**config.mk**
```make
export PLATFORM = sky130hd
export DESIGN_NAME = controller
export DESIGN_NICKNAME = d
export VERILOG_FILES = /design/src/source/ctrlPkg.sv /design/src/source/controller.sv /design/src/source/ctrlSequencer.sv /design/src/source/instDecode.sv /design/src/source/condEval.sv
export SDC_FILE = /design/constraint.sdc
export NUM_CORES = 1
export LEC_CHECK = 0
export ABC_CLOCK_PERIOD_IN_PS = 3800
export BUFFER_PORTS_ARGS = -buffer_cell sky130_fd_sc_hd__buf_4
export CORE_MARGIN = 3
export CORE_UTILIZATION = 45
export DETAILED_ROUTE_END_ITERATION = 7
export GPL_ROUTABILITY_DRIVEN = 0
export HOLD_SLACK_MARGIN = 0.08
export PLACE_DENSITY = 0.73
export SYNTH_ARGS = -nofsm -noshare
export SYNTH_HDL_FRONTEND = slang
export SYNTH_SLANG_ARGS = --single-unit
```
**constraint.sdc**
```tcl
create_clock -name clk -period 3.8 [get_ports clk]
set_input_delay 0.76 -clock clk [delete_from_list [all_inputs] [get_ports clk]]
set_output_delay 0.76 -clock clk [all_outputs]
set_load 0.005 [all_outputs]
```
**src/source/ctrlPkg.sv**
```systemverilog
package ctrlPkg;

	//////////////////////////////////////////////////
	// Widths
	localparam int instWidth = 16;
	localparam int opWidth = 4;
	localparam int regWidth = 4;
	localparam int immWidth = 8;
	localparam int condWidth = 4;
	localparam int opExWidth = 4;
	localparam int aluOpWidth = 4;
	localparam int psrWidth = 5;

	typedef logic [instWidth-1:0] inst_t;
	typedef logic [opWidth-1:0] opcode_t;
	typedef logic [regWidth-1:0] regIdx_t;
	typedef logic [immWidth-1:0] imm_t;
	typedef logic [condWidth-1:0] cond_t;
	typedef logic [opExWidth-1:0] opEx_t;
	typedef logic [aluOpWidth-1:0] aluOp_t;
	typedef logic [psrWidth-1:0] psr_t;

	// Write-back source and sequencer phase
	typedef enum logic [1:0] {wbLink = 2'd0, wbCond = 2'd1, wbAlu = 2'd2, wbMem = 2'd3} wbSel_t;
	typedef enum logic [1:0] {phFetch, phDecode, phLoad} phase_t;

	//////////////////////////////////////////////////
	// Instruction fields
	localparam int opHi = 15;
	localparam int opLo = 12;
	localparam int dstHi = 11;
	localparam int dstLo = 8;
	localparam int exHi = 7;
	localparam int exLo = 4;
	localparam int srcHi = 3;
	localparam int srcLo = 0;
	localparam int immHi = 7;
	localparam int immLo = 0;

	localparam regIdx_t linkReg = 4'd15;

	// PSR bits
	localparam int psrC = 0;
	localparam int psrL = 1;
	localparam int psrF = 2;
	localparam int psrZ = 3;
	localparam int psrN = 4;

	//////////////////////////////////////////////////
	// Major opcodes
	localparam opcode_t RTYPE = 4'd0;
	localparam opcode_t ANDI = 4'd1;
	localparam opcode_t ORI = 4'd2;
	localparam opcode_t XORI = 4'd3;
	localparam opcode_t OTYPE = 4'd4;
	localparam opcode_t ADDI = 4'd5;
	localparam opcode_t ADDUI = 4'd6;
	localparam opcode_t STYPE = 4'd8;
	localparam opcode_t SUBI = 4'd9;
	localparam opcode_t CMPI = 4'd11;
	localparam opcode_t BCOND = 4'd12;
	localparam opcode_t MOVI = 4'd13;
	localparam opcode_t LUI = 4'd15;

	// R-type extensions share the I-type codes
	localparam opEx_t AND = 4'd1;
	localparam opEx_t OR = 4'd2;
	localparam opEx_t XOR = 4'd3;
	localparam opEx_t ADD = 4'd5;
	localparam opEx_t ADDU = 4'd6;
	localparam opEx_t SUB = 4'd9;
	localparam opEx_t CMP = 4'd11;
	localparam opEx_t MOV = 4'd13;

	// O-type extensions
	localparam opEx_t LOAD = 4'd0;
	localparam opEx_t STOR = 4'd4;
	localparam opEx_t JAL = 4'd8;
	localparam opEx_t JCOND = 4'd12;
	localparam opEx_t SCOND = 4'd13;

	// Shift extensions
	localparam opEx_t LLSHI = 4'd0;
	localparam opEx_t LRSHI = 4'd1;
	localparam opEx_t ALSHUI = 4'd2;
	localparam opEx_t ARSHUI = 4'd3;
	localparam opEx_t LSH = 4'd4;
	localparam opEx_t ASHU = 4'd6;

	//////////////////////////////////////////////////
	// Condition codes
	localparam cond_t EQ = 4'd0;
	localparam cond_t NE = 4'd1;
	localparam cond_t CS = 4'd2;
	localparam cond_t CC = 4'd3;
	localparam cond_t HI = 4'd4;
	localparam cond_t LS = 4'd5;
	localparam cond_t GT = 4'd6;
	localparam cond_t LE = 4'd7;
	localparam cond_t FS = 4'd8;
	localparam cond_t FC = 4'd9;
	localparam cond_t LO = 4'd10;
	localparam cond_t HS = 4'd11;
	localparam cond_t LT = 4'd12;
	localparam cond_t GE = 4'd13;
	localparam cond_t UC = 4'd14;

	// ALU operations
	localparam aluOp_t aluNone = 4'd0;
	localparam aluOp_t aluAdd = 4'd1;
	localparam aluOp_t aluAddu = 4'd2;
	localparam aluOp_t aluSub = 4'd3;
	localparam aluOp_t aluAnd = 4'd4;
	localparam aluOp_t aluOr = 4'd5;
	localparam aluOp_t aluXor = 4'd6;
	localparam aluOp_t aluMov = 4'd7;
	localparam aluOp_t aluLui = 4'd8;
	localparam aluOp_t aluSll = 4'd9;
	localparam aluOp_t aluSrl = 4'd10;
	localparam aluOp_t aluSla = 4'd11;
	localparam aluOp_t aluSra = 4'd12;

endpackage
```
**src/source/controller.sv**
```systemverilog
`timescale 1ns/10ps

module controller
(
	input logic clk,
	input logic rst,
	input ctrlPkg::psr_t psr,
	input ctrlPkg::inst_t inst,
	output logic branch,
	output logic jump,
	output logic memcMux,
	output logic immMux,
	output logic psrEn,
	output logic pcEn,
	output logic write,
	output logic condRslt,
	output ctrlPkg::wbSel_t wbMux,
	output ctrlPkg::regIdx_t rDst,
	output ctrlPkg::regIdx_t rSrc,
	output ctrlPkg::imm_t immVal,
	output ctrlPkg::aluOp_t aluOp
);

	ctrlPkg::phase_t phase;
	logic loadStart;

	ctrlSequencer ctrlSequencerInst
	(
		.clk(clk),
		.rst(rst),
		.loadStart(loadStart),
		.phase(phase)
	);

	// Outputs follow phase, inst and psr in the same cycle
	instDecode instDecodeInst
	(
		.phase(phase),
		.inst(inst),
		.psr(psr),
		.loadStart(loadStart),
		.branch(branch),
		.jump(jump),
		.memcMux(memcMux),
		.immMux(immMux),
		.psrEn(psrEn),
		.pcEn(pcEn),
		.write(write),
		.condRslt(condRslt),
		.wbMux(wbMux),
		.rDst(rDst),
		.rSrc(rSrc),
		.immVal(immVal),
		.aluOp(aluOp)
	);

endmodule

```
**src/source/ctrlSequencer.sv**
```systemverilog
`timescale 1ns/10ps

module ctrlSequencer
(
	input logic clk,
	input logic rst,
	input logic loadStart,
	output ctrlPkg::phase_t phase
);

	ctrlPkg::phase_t nextPhase;

	// Phase register
	always_ff @(posedge clk)
	begin
		if (!rst)
			phase <= ctrlPkg::phFetch;
		else
			phase <= nextPhase;
	end

	always_comb
	begin
		case (phase)
			ctrlPkg::phFetch: nextPhase = ctrlPkg::phDecode;
			// Only LOAD needs the extra cycle
			ctrlPkg::phDecode: nextPhase = loadStart ? ctrlPkg::phLoad : ctrlPkg::phFetch;
			ctrlPkg::phLoad: nextPhase = ctrlPkg::phFetch;
			default: nextPhase = ctrlPkg::phFetch;
		endcase
	end

endmodule

```
**src/source/instDecode.sv**
```systemverilog
`timescale 1ns/10ps

module instDecode
(
	input ctrlPkg::phase_t phase,
	input ctrlPkg::inst_t inst,
	input ctrlPkg::psr_t psr,
	output logic loadStart,
	output logic branch,
	output logic jump,
	output logic memcMux,
	output logic immMux,
	output logic psrEn,
	output logic pcEn,
	output logic write,
	output logic condRslt,
	output ctrlPkg::wbSel_t wbMux,
	output ctrlPkg::regIdx_t rDst,
	output ctrlPkg::regIdx_t rSrc,
	output ctrlPkg::imm_t immVal,
	output ctrlPkg::aluOp_t aluOp
);

	ctrlPkg::opcode_t opcode;
	ctrlPkg::opEx_t opEx;
	ctrlPkg::regIdx_t dstField;
	ctrlPkg::regIdx_t srcField;
	ctrlPkg::imm_t immField;
	ctrlPkg::cond_t condSel;
	logic condMet;
	logic isJcond;

	// I-type opcodes and R-type extensions use the same codes
	function automatic ctrlPkg::aluOp_t aluFor(input ctrlPkg::opcode_t code);
		case (code)
			ctrlPkg::ADDI: return ctrlPkg::aluAdd;
			ctrlPkg::ADDUI: return ctrlPkg::aluAddu;
			ctrlPkg::SUBI: return ctrlPkg::aluSub;
			ctrlPkg::ANDI: return ctrlPkg::aluAnd;
			ctrlPkg::ORI: return ctrlPkg::aluOr;
			ctrlPkg::XORI: return ctrlPkg::aluXor;
			ctrlPkg::MOVI: return ctrlPkg::aluMov;
			ctrlPkg::LUI: return ctrlPkg::aluLui;
			default: return ctrlPkg::aluNone;
		endcase
	endfunction

	assign opcode = inst[ctrlPkg::opHi:ctrlPkg::opLo];
	assign opEx = inst[ctrlPkg::exHi:ctrlPkg::exLo];
	assign dstField = inst[ctrlPkg::dstHi:ctrlPkg::dstLo];
	assign srcField = inst[ctrlPkg::srcHi:ctrlPkg::srcLo];
	assign immField = inst[ctrlPkg::immHi:ctrlPkg::immLo];

	assign isJcond = (opcode == ctrlPkg::OTYPE) && (opEx == ctrlPkg::JCOND);
	assign loadStart = (opcode == ctrlPkg::OTYPE) && (opEx == ctrlPkg::LOAD);

	// JCOND carries its condition in the destination field
	assign condSel = isJcond ? dstField : srcField;

	condEval condEvalInst
	(
		.psr(psr),
		.condSel(condSel),
		.condMet(condMet)
	);

	always_comb
	begin
		branch = 1'b0;
		jump = 1'b0;
		memcMux = 1'b0;
		immMux = 1'b0;
		psrEn = 1'b0;
		pcEn = 1'b0;
		write = 1'b0;
		condRslt = 1'b0;
		wbMux = ctrlPkg::wbAlu;
		rDst = '0;
		rSrc = '0;
		immVal = '0;
		aluOp = ctrlPkg::aluNone;

		case (phase)
			ctrlPkg::phDecode:
			begin
				case (opcode)
					//////////////////////////////////////////////////
					// I-types, CMPI only sets flags
					ctrlPkg::ADDI, ctrlPkg::ADDUI, ctrlPkg::SUBI, ctrlPkg::CMPI,
					ctrlPkg::ANDI, ctrlPkg::ORI, ctrlPkg::XORI, ctrlPkg::MOVI, ctrlPkg::LUI:
					begin
						rDst = dstField;
						immVal = immField;
						aluOp = aluFor(opcode);
						immMux = 1'b1;
						write = (opcode != ctrlPkg::CMPI);
						psrEn = 1'b1;
						pcEn = 1'b1;
					end

					//////////////////////////////////////////////////
					// R-types
					ctrlPkg::RTYPE:
					begin
						case (opEx)
							ctrlPkg::ADD, ctrlPkg::ADDU, ctrlPkg::SUB, ctrlPkg::CMP,
							ctrlPkg::AND, ctrlPkg::OR, ctrlPkg::XOR, ctrlPkg::MOV:
							begin
								rDst = dstField;
								rSrc = srcField;
								aluOp = aluFor(opEx);
								write = (opEx != ctrlPkg::CMP);
								psrEn = 1'b1;
								pcEn = 1'b1;
							end
							default: ;
						endcase
					end

					//////////////////////////////////////////////////
					// Memory, set and jump
					ctrlPkg::OTYPE:
					begin
						case (opEx)
							ctrlPkg::LOAD:
							begin
								// Write-back follows in the load phase
								rSrc = srcField;
								memcMux = 1'b1;
							end
							ctrlPkg::STOR:
							begin
								rDst = dstField;
								rSrc = srcField;
								memcMux = 1'b1;
								pcEn = 1'b1;
							end
							ctrlPkg::SCOND:
							begin
								rDst = dstField;
								wbMux = ctrlPkg::wbCond;
								write = 1'b1;
								pcEn = 1'b1;
								condRslt = condMet;
							end
							ctrlPkg::JCOND:
							begin
								rSrc = srcField;
								pcEn = 1'b1;
								jump = condMet;
							end
							ctrlPkg::JAL:
							begin
								jump = 1'b1;
								rDst = ctrlPkg::linkReg;
								rSrc = srcField;
								write = 1'b1;
								wbMux = ctrlPkg::wbLink;
								pcEn = 1'b1;
							end
							default: ;
						endcase
					end

					ctrlPkg::BCOND:
					begin
						immVal = immField;
						immMux = 1'b1;
						pcEn = 1'b1;
						branch = condMet;
					end

					//////////////////////////////////////////////////
					// Shifts leave the flags alone
					ctrlPkg::STYPE:
					begin
						case (opEx)
							ctrlPkg::LSH, ctrlPkg::ASHU:
							begin
								rDst = dstField;
								rSrc = srcField;
								aluOp = (opEx == ctrlPkg::LSH) ? ctrlPkg::aluSll : ctrlPkg::aluSla;
								write = 1'b1;
								pcEn = 1'b1;
							end
							ctrlPkg::LLSHI, ctrlPkg::LRSHI, ctrlPkg::ALSHUI, ctrlPkg::ARSHUI:
							begin
								rDst = dstField;
								// Shift amount is the low nibble
								immVal = ctrlPkg::imm_t'(srcField);
								case (opEx)
									ctrlPkg::LLSHI: aluOp = ctrlPkg::aluSll;
									ctrlPkg::LRSHI: aluOp = ctrlPkg::aluSrl;
									ctrlPkg::ALSHUI: aluOp = ctrlPkg::aluSla;
									default: aluOp = ctrlPkg::aluSra;
								endcase
								write = 1'b1;
								pcEn = 1'b1;
							end
							default: ;
						endcase
					end

					default: ;
				endcase
			end

			ctrlPkg::phLoad:
			begin
				rDst = dstField;
				rSrc = srcField;
				memcMux = 1'b1;
				write = 1'b1;
				wbMux = ctrlPkg::wbMem;
				pcEn = 1'b1;
			end

			// Fetch keeps every output idle
			default: ;
		endcase
	end

endmodule

```
**src/source/condEval.sv**
```systemverilog
`timescale 1ns/10ps

module condEval
(
	input ctrlPkg::psr_t psr,
	input ctrlPkg::cond_t condSel,
	output logic condMet
);

	logic flagZ;
	logic flagC;
	logic flagL;
	logic flagF;
	logic flagN;

	assign flagZ = psr[ctrlPkg::psrZ];
	assign flagC = psr[ctrlPkg::psrC];
	assign flagL = psr[ctrlPkg::psrL];
	assign flagF = psr[ctrlPkg::psrF];
	assign flagN = psr[ctrlPkg::psrN];

	always_comb
	begin
		case (condSel)
			// Single flag set
			ctrlPkg::EQ: condMet = flagZ;
			ctrlPkg::CS: condMet = flagC;
			ctrlPkg::HI: condMet = flagL;
			ctrlPkg::GT: condMet = flagN;
			ctrlPkg::FS: condMet = flagF;
			ctrlPkg::HS: condMet = flagZ | flagL;
			ctrlPkg::GE: condMet = flagZ | flagN;
			// Inverted forms
			ctrlPkg::NE: condMet = !flagZ;
			ctrlPkg::CC: condMet = !flagC;
			ctrlPkg::LS: condMet = !flagL;
			ctrlPkg::LE: condMet = !flagN;
			ctrlPkg::FC: condMet = !flagF;
			ctrlPkg::LO: condMet = !flagZ && !flagL;
			ctrlPkg::LT: condMet = !flagZ && !flagN;
			// UC never fires, same as the processor it came from
			ctrlPkg::UC: condMet = 1'b0;
			default: condMet = 1'b0;
		endcase
	end

endmodule

```
==> flow_results.xml, run 1 <==
<?xml version="1.0" encoding="UTF-8"?>
<metrics>
  <group name="timing">
    <metric name="tightest_slew" unit="ps">731</metric>
    <metric name="final_period_minus_worst_setup_slack" unit="ps">3460</metric>
    <metric name="timing.max_slew.rel_slack" unit="%">50.0</metric>
    <metric name="finalClockSkew" unit="ps">0.176</metric>
    <metric name="timing.final.crit_share" unit="%">91.2</metric>
    <metric name="finalHoldViolations" unit="">0</metric>
    <metric name="final-setup-viol-count" unit="">0</metric>
    <metric name="slew_violations" unit="">0</metric>
    <metric name="tns" unit="ps">0</metric>
    <metric name="grt_setup_unrepaired" unit="">false</metric>
    <metric name="timing.fmax" unit="MHz">289</metric>
  </group>
  <group name="setup_path">
    <metric name="required" unit="ps">3040</metric>
    <metric name="cpPeakStageDelay" unit="ps">380</metric>
    <metric name="worst-path-buf-inv" unit="">2</metric>
    <metric name="worst_setup_path_start_kind" unit="">primary input</metric>
    <metric name="cp_slowest_cell" unit="">nor4_2</metric>
    <metric name="cpLargestDelayFamily" unit="">simple AND/OR/NAND/NOR gates</metric>
    <metric name="regToRegSetupSlack" unit="ps">2470</metric>
    <metric name="path_class" unit="">in2out</metric>
    <metric name="timing.critical_path.to" unit="">jump</metric>
    <metric name="crit_path_end_kind" unit="">primary output</metric>
    <metric name="reg2regPathDepth" unit="">4</metric>
    <metric name="critPathMostFrequentCell" unit="">buf_4</metric>
    <metric name="critical_path_depth" unit="">8</metric>
    <metric name="crit_arrival" unit="ps">2700</metric>
    <metric name="path_max_fanout" unit="">17</metric>
    <metric name="worstReg2RegStart" unit="">ctrlSequencerInst.phase[1]$_SDFF_PN0_</metric>
    <metric name="worstReg2RegEnd" unit="">ctrlSequencerInst.phase[1]$_SDFF_PN0_</metric>
    <metric name="timing.critical_path.cells" unit="">buf_4 -&gt; nor4b_4 -&gt; nand4_2 -&gt; nor4_2 -&gt; a21oi_1 -&gt; a2bb2oi_1 -&gt; a311oi_2 -&gt; buf_4</metric>
    <metric name="startpoint" unit="">inst[12]</metric>
  </group>
  <group name="synthesis">
    <metric name="yosys-top-cells-area" unit="">a21oi_1 6.9%, nor2_1 5.5%, o21ai_0 5.0%</metric>
    <metric name="yosysTopAreaCellShare" unit="%">6.94</metric>
    <metric name="yosys_warnings" unit="">0</metric>
    <metric name="postSynthNetCount" unit="">233</metric>
    <metric name="synth_flop_type" unit="">dfxtp_1</metric>
    <metric name="synth_cells" unit="">207</metric>
    <metric name="netlist_top_cells_count" unit="">19 x nor2_1, 18 x a21oi_1, 15 x inv_1</metric>
    <metric name="postSynth.asyncResetShare" unit="%">0</metric>
    <metric name="synth.most_common_cell" unit="">nor2_1</metric>
    <metric name="edff_count_synth" unit="">0</metric>
    <metric name="ys_seq_area_share" unit="%">3.09</metric>
    <metric name="ys_types" unit="">53</metric>
    <metric name="synth_area" unit="mm^2">0.00130</metric>
    <metric name="synth.avg_cell_area" unit="um^2">6.27</metric>
    <metric name="register_bit_total_from_synthesis" unit="">2</metric>
    <metric name="post_synthesis_cell_type_with_the_largest_combined_area" unit="">a21oi_1</metric>
  </group>
  <group name="cells_and_area">
    <metric name="filler_cell_count" unit="">251</metric>
    <metric name="syn2layout_area_growth" unit="%">29.6</metric>
    <metric name="diodes" unit="">0</metric>
    <metric name="reg_top3" unit="">ctrlSequencerInst.phase (2)</metric>
    <metric name="post-route-cell-area" unit="mm^2">0.00168</metric>
    <metric name="largest_reg_flops" unit="">2</metric>
    <metric name="finish.net_count" unit="">276</metric>
    <metric name="regMostFlops" unit="">ctrlSequencerInst.phase</metric>
    <metric name="layout-drive-gt1-share" unit="%">25.4</metric>
  </group>
  <group name="power">
    <metric name="largest_vdd_supply_drop" unit="mV">0.170</metric>
    <metric name="p_per_area" unit="mW/mm^2">134</metric>
    <metric name="leakagePower" unit="uW">0.000738</metric>
  </group>
  <group name="clock_tree">
    <metric name="cts_tree" unit="">yes</metric>
    <metric name="ctsRootBufferMaster" unit="">clkbuf_4</metric>
    <metric name="cts_sinks" unit="">2</metric>
    <metric name="worst_skew_pair.late_latency" unit="ps">220</metric>
    <metric name="cts_resized" unit="">0</metric>
    <metric name="cts_stage_hold_buffer_count" unit="">0</metric>
    <metric name="clock_tree.htree_level_count" unit="">1</metric>
    <metric name="clk_pin_slew_worst_paths" unit="ps">30</metric>
    <metric name="cts-buffers-inserted" unit="">3</metric>
    <metric name="clk_path_buf_depth" unit="">2</metric>
    <metric name="cts.repair_timing.setup_buffer_count" unit="">0</metric>
  </group>
  <group name="global_route">
    <metric name="grt_first_pass_wirelength" unit="mm">7.55</metric>
    <metric name="grt_util_all_layers" unit="%">26.4</metric>
    <metric name="maximum_number_of_pins_on_one_net_before_global_route_repair" unit="">18</metric>
    <metric name="antenna_found_initial" unit="">0</metric>
    <metric name="first_global_vias" unit="">1649</metric>
    <metric name="grt_remaining_overflow" unit="">0</metric>
  </group>
  <group name="route">
    <metric name="vias" unit="">1785</metric>
    <metric name="vias_per_cell" unit="">6.42</metric>
    <metric name="antenna_violating_nets_post_route" unit="">0</metric>
    <metric name="detailedRoute.firstIterationViolations" unit="">155</metric>
    <metric name="drt_pre_antenna_iters" unit="">5</metric>
    <metric name="wire_per_inst" unit="um">16.5</metric>
    <metric name="wirelength" unit="mm">4.58</metric>
    <metric name="remaining_drc_errors" unit="">0</metric>
  </group>
  <group name="floorplanning">
    <metric name="die_h" unit="um">59.7</metric>
    <metric name="floorplan.die_area" unit="mm^2">0.00356</metric>
    <metric name="core_area" unit="mm^2">0.00261</metric>
    <metric name="floorplan.io_pins" unit="">53</metric>
    <metric name="core.rowCount" unit="">18</metric>
    <metric name="die_x" unit="um">59.7</metric>
    <metric name="start_util" unit="%">49.7</metric>
  </group>
  <group name="flow_run">
    <metric name="max-cap-violations" unit="">0</metric>
  </group>
  <group name="placement">
    <metric name="hpwl" unit="mm">3.45</metric>
    <metric name="port_buffer_count" unit="">52</metric>
    <metric name="place_area" unit="mm^2">0.00166</metric>
  </group>
  <group name="hold_path">
    <metric name="min_path_type" unit="">reg2reg</metric>
  </group>
  <group name="status">
    <metric name="status" unit="">completed</metric>
  </group>
</metrics>
routing by layer:
metal | routed length, um | track usage [%] | up-vias
li1 | - | - | 854
met1 | 2060 | 38.5 | 837
met2 | 2120 | 41.5 | 92
met3 | 399 | 2.81 | 2
met4 | 6 | 5.70 | 0
met5 | 0 | 0 | -
kinds of logic (layout without fill, tap and decap cells):
| logic type | after synthesis | after routing | share of synthesized area, % |
|---|---|---|---|
| AOI/OAI and AO/OA | 77 | 77 | 40.4 |
| xor gates and xnor gates | 4 | 4 | 2.70 |
| and+or+nand+nor | 85 | 85 | 36.3 |
| DFF | 2 | 2 | 3.09 |
| muxes | 6 | 6 | 4.63 |
| buffers and inverters | 30 | 71 | 10.0 |
| adders and majority gates | 3 | 3 | 2.89 |
worst min path at each step:
stage	start	to	slack [ps]	cells after the start
after global routing	ctrlSequencerInst.phase[1]$_SDFF_PN0_	ctrlSequencerInst.phase[0]$_SDFF_PN0_	710	3
final	ctrlSequencerInst.phase[1]$_SDFF_PN0_	ctrlSequencerInst.phase[0]$_SDFF_PN0_	660	3
after floorplan	ctrlSequencerInst.phase[1]$_SDFF_PN0_	ctrlSequencerInst.phase[0]$_SDFF_PN0_	600	3
after CTS	ctrlSequencerInst.phase[0]$_SDFF_PN0_	ctrlSequencerInst.phase[0]$_SDFF_PN0_	670	3
after global placement	ctrlSequencerInst.phase[1]$_SDFF_PN0_	ctrlSequencerInst.phase[0]$_SDFF_PN0_	630	3
after detailed placement	ctrlSequencerInst.phase[1]$_SDFF_PN0_	ctrlSequencerInst.phase[0]$_SDFF_PN0_	660	3
layout make-up:
cell class	instances	area, um^2	share of cell area (%)
clock buffers	3	22.5	1.34
inverters	15	56.3	3.35
multi-input cells	175	1130	67.0
flip-flops and latches	2	40.0	2.38
well taps	30	37.5	2.23
repair buffers	53	398	23.7
power by group:
group          total, uW  internal [uW]  switching [uW]
Combinational        155           66.4            88.9
Clock               47.5           34.9            12.6
Sequential          22.3           21.9           0.412
Total                225            123             102
cells in the final DEF (no fill, tap or decap), types with 2 or more instances in the layout:
cell type / synthesis / final
a2bb2oi_1: 2 / 2
and2_1: 10 / 10
nor4_1: 4 / 4
nand3_1: 11 / 11
o21ai_0: 13 / 13
nor2b_1: 7 / 7
xnor2_1: 2 / 2
o21a_1: 4 / 4
mux2i_1: 6 / 6
buf_4: 0 / 53
nand2_1: 12 / 12
nand2b_1: 6 / 6
o31ai_1: 5 / 5
clkbuf_4: 0 / 3
nand3b_1: 2 / 2
o31a_1: 2 / 2
inv_1: 15 / 15
a211o_1: 3 / 3
dfxtp_1: 2 / 2
a31oi_1: 9 / 9
o32ai_1: 2 / 2
a21oi_1: 18 / 18
ha_1: 3 / 3
nor3_1: 5 / 5
a2111oi_0: 3 / 3
nor3b_1: 2 / 2
xor2_1: 2 / 2
nor2_1: 19 / 19
worst min-delay path, stage by stage (launching register included):
cell	delay (ps)
dfxtp_1	300
inv_1	80
ha_1	130
and2_1	110
per-stage QoR:
step / hold slack, ps / utilization [%] / instances / total power, uW / setup WS [ps]
global route: 707 / 64.4 / 278 / 245 / 224
floorplan: 602 / - / 207 / 113 / 788
global placement: 630 / 63.5 / 275 / 172 / 451
detailed placement: 659 / 63.5 / 275 / 175 / 376
finish: 658 / 64.4 / 278 / 225 / 336
CTS: 668 / 64.4 / 278 / 224 / 366
Note: power is estimated with default switching activity, not from simulation.
==> run 2: changes to the inputs <==
- BUFFER_PORTS_ARGS: -buffer_cell sky130_fd_sc_hd__buf_4 -> default
- DONT_BUFFER_PORTS: default -> 1
- PLACE_DENSITY: 0.73 -> 0.58
- SLEW_MARGIN: default -> 30
==> run 2 against run 1 <==
Via count down 9.5%. Worst hold slack got worse by 22 ps. Setup slack better by 290 ps. Sequential power about the same. Critical path depth down 2. Clock power down 7.6%. Die area unchanged. Critical endpoint unchanged. Highest routed layer unchanged.
==> flow_results.xml, run 2 (synthesized netlist as in run 1, its figures left out) <==
<?xml version="1.0" encoding="UTF-8"?>
<metrics>
  <group name="status">
    <metric name="status" unit="">completed</metric>
  </group>
  <group name="power">
    <metric name="internal_power" unit="uW">97.2</metric>
    <metric name="p_per_area" unit="mW/mm^2">126</metric>
    <metric name="totalPowerFinal" unit="uW">161</metric>
    <metric name="power_switching_share" unit="%">39.7</metric>
    <metric name="clock_power_share" unit="%">27.2</metric>
    <metric name="share_comb_of_total_power" unit="%">58.9</metric>
    <metric name="power_frac_seq" unit="%">13.9</metric>
    <metric name="largest_vdd_supply_drop" unit="mV">0.122</metric>
    <metric name="switchingPower" unit="uW">64.1</metric>
    <metric name="leakagePower" unit="uW">0.000467</metric>
  </group>
  <group name="timing">
    <metric name="timing.fmax" unit="MHz">315</metric>
    <metric name="finalClockSkew" unit="ps">0.0434</metric>
    <metric name="tightest_slew" unit="ps">579</metric>
    <metric name="tns" unit="ps">0</metric>
    <metric name="grt_setup_unrepaired" unit="">false</metric>
    <metric name="timing.max_slew.rel_slack" unit="%">61.0</metric>
    <metric name="timing.final.crit_share" unit="%">83.6</metric>
    <metric name="final-setup-viol-count" unit="">0</metric>
    <metric name="final_period_minus_worst_setup_slack" unit="ps">3180</metric>
    <metric name="finalWorstSetupSlack" unit="ps">623</metric>
    <metric name="finalHoldViolations" unit="">0</metric>
    <metric name="slew_violations" unit="">0</metric>
  </group>
  <group name="route">
    <metric name="wire_per_inst" unit="um">18.6</metric>
    <metric name="drt_pre_antenna_iters" unit="">4</metric>
    <metric name="vias_per_cell" unit="">7.18</metric>
    <metric name="remaining_drc_errors" unit="">0</metric>
    <metric name="detailedRoute.firstIterationViolations" unit="">124</metric>
    <metric name="vias" unit="">1616</metric>
    <metric name="antenna_violating_nets_post_route" unit="">0</metric>
    <metric name="wirelength" unit="mm">4.19</metric>
  </group>
  <group name="cells_and_area">
    <metric name="layout.cells.most_common" unit="">nor2_1</metric>
    <metric name="syn2layout_area_growth" unit="%">-1.06</metric>
    <metric name="largest_reg_flops" unit="">2</metric>
    <metric name="most-common-layout-cells" unit="">19 x nor2_1, 18 x a21oi_1, 15 x inv_1</metric>
    <metric name="ff_latch_area" unit="um^2">40.0</metric>
    <metric name="finish.net_count" unit="">223</metric>
    <metric name="regMostFlops" unit="">ctrlSequencerInst.phase</metric>
    <metric name="multi_input_comb_area" unit="mm^2">0.00113</metric>
    <metric name="final_core_util" unit="%">49.1</metric>
    <metric name="layout-drive-gt1-share" unit="%">5.13</metric>
    <metric name="reg_top3" unit="">ctrlSequencerInst.phase (2)</metric>
    <metric name="diodes" unit="">0</metric>
    <metric name="filler_cell_count" unit="">268</metric>
  </group>
  <group name="floorplanning">
    <metric name="core.rowCount" unit="">18</metric>
    <metric name="start_util" unit="%">49.7</metric>
    <metric name="floorplan.die_area" unit="mm^2">0.00356</metric>
    <metric name="core_area" unit="mm^2">0.00261</metric>
    <metric name="die_h" unit="um">59.7</metric>
    <metric name="die_x" unit="um">59.7</metric>
    <metric name="floorplan.io_pins" unit="">53</metric>
  </group>
  <group name="setup_path">
    <metric name="cpPeakStageDelay" unit="ps">360</metric>
    <metric name="timing.critical_path.cells" unit="">nor4b_4 -&gt; nand4_2 -&gt; nor4_2 -&gt; a21oi_1 -&gt; a2bb2oi_1 -&gt; a311oi_2</metric>
    <metric name="reg2regPathDepth" unit="">4</metric>
    <metric name="crit_arrival" unit="ps">2420</metric>
    <metric name="path_max_fanout" unit="">17</metric>
    <metric name="crit_path_end_kind" unit="">primary output</metric>
    <metric name="worst_setup_path_start_kind" unit="">primary input</metric>
    <metric name="cp_slowest_cell" unit="">nor4b_4</metric>
    <metric name="path_class" unit="">in2out</metric>
    <metric name="required" unit="ps">3040</metric>
  </group>
  <group name="global_route">
    <metric name="maximum_number_of_pins_on_one_net_before_global_route_repair" unit="">18</metric>
    <metric name="antenna_found_initial" unit="">0</metric>
    <metric name="first_global_vias" unit="">1415</metric>
    <metric name="grt_util_all_layers" unit="%">23.4</metric>
    <metric name="grt_remaining_overflow" unit="">0</metric>
    <metric name="grt_first_pass_wirelength" unit="mm">6.69</metric>
  </group>
  <group name="placement">
    <metric name="preCtsSetupSlack" unit="ps">658</metric>
    <metric name="port_buffer_count" unit="">0</metric>
    <metric name="hpwl" unit="mm">3.15</metric>
  </group>
  <group name="clock_tree">
    <metric name="cts_tree" unit="">yes</metric>
    <metric name="cts-buffers-inserted" unit="">3</metric>
    <metric name="cts.repair_timing.setup_buffer_count" unit="">0</metric>
    <metric name="clock_tree.htree_level_count" unit="">1</metric>
    <metric name="cts_stage_hold_buffer_count" unit="">0</metric>
    <metric name="clk_path_buf_depth" unit="">2</metric>
    <metric name="cts_sinks" unit="">2</metric>
    <metric name="ctsRootBufferMaster" unit="">clkbuf_4</metric>
    <metric name="worst_skew_pair.late_latency" unit="ps">220</metric>
    <metric name="cts_resized" unit="">0</metric>
    <metric name="clk_pin_slew_worst_paths" unit="ps">30</metric>
  </group>
  <group name="hold_path">
    <metric name="hold-path-cell-count" unit="">1</metric>
    <metric name="min_path_type" unit="">in2reg</metric>
  </group>
  <group name="flow_run">
    <metric name="max-cap-violations" unit="">0</metric>
  </group>
</metrics>
run 2: cell count changes in the layout (fill, tap and decap cells not counted), sizes merged:
cell	before	now
buf	53	0
run 2: stage by stage:
step,hold WS (ps),std cells,area (um^2)
global route,651,225,1280
finish,636,225,1280
CTS,628,225,1280
global placement,625,222,1260
detailed placement,640,222,1260
floorplan,602,207,1300
run 2: critical path, delay by kind of cell:
| kind | cells | cell delay (ps) |
|---|---|---|
| AND/OR/NAND/NOR | 3 | 1050 |
| AO/OA/AOI/OAI | 3 | 590 |
run 2: path summary, 6_finish.rpt:
| path | start | end | slack (ps) |
|---|---|---|---|
| setup / recovery | inst[12] | jump | 620 |
| hold / removal | inst[5] | ctrlSequencerInst.phase[1]$_SDFF_PN0_ | 640 |
| setup reg to reg | ctrlSequencerInst.phase[1]$_SDFF_PN0_ | ctrlSequencerInst.phase[1]$_SDFF_PN0_ | 2490 |
| hold reg to reg | ctrlSequencerInst.phase[1]$_SDFF_PN0_ | ctrlSequencerInst.phase[0]$_SDFF_PN0_ | 650 |
run 2: area by class of cell:
| type | instances | area share (%) |
|---|---|---|
| tap | 30 | 2.92 |
| inverter | 15 | 4.39 |
| multi-input combinational | 175 | 87.8 |
| sequential | 2 | 3.12 |
| clock buffer | 3 | 1.75 |
run 2: power by group through the flow:
stage          Clock, uW  Combinational (uW)  Sequential [uW]
2_1_floorplan          0                90.4             22.5
3_3_place_gp           0                91.9             22.6
3_5_place_dp           0                93.1             22.6
4_1_cts             45.9                93.9             22.4
5_1_grt             47.4                 104             22.4
6_report            43.9                95.0             22.3
run 2: per-layer routing:
layer  up-vias  share of wire (%)  GRT usage, %
li1        747                  -             -
met1       762                 42          33.8
met2       105                 45          34.7
met3         2                 13          5.83
met4         0               0.24          4.75
met5         -                  0             0
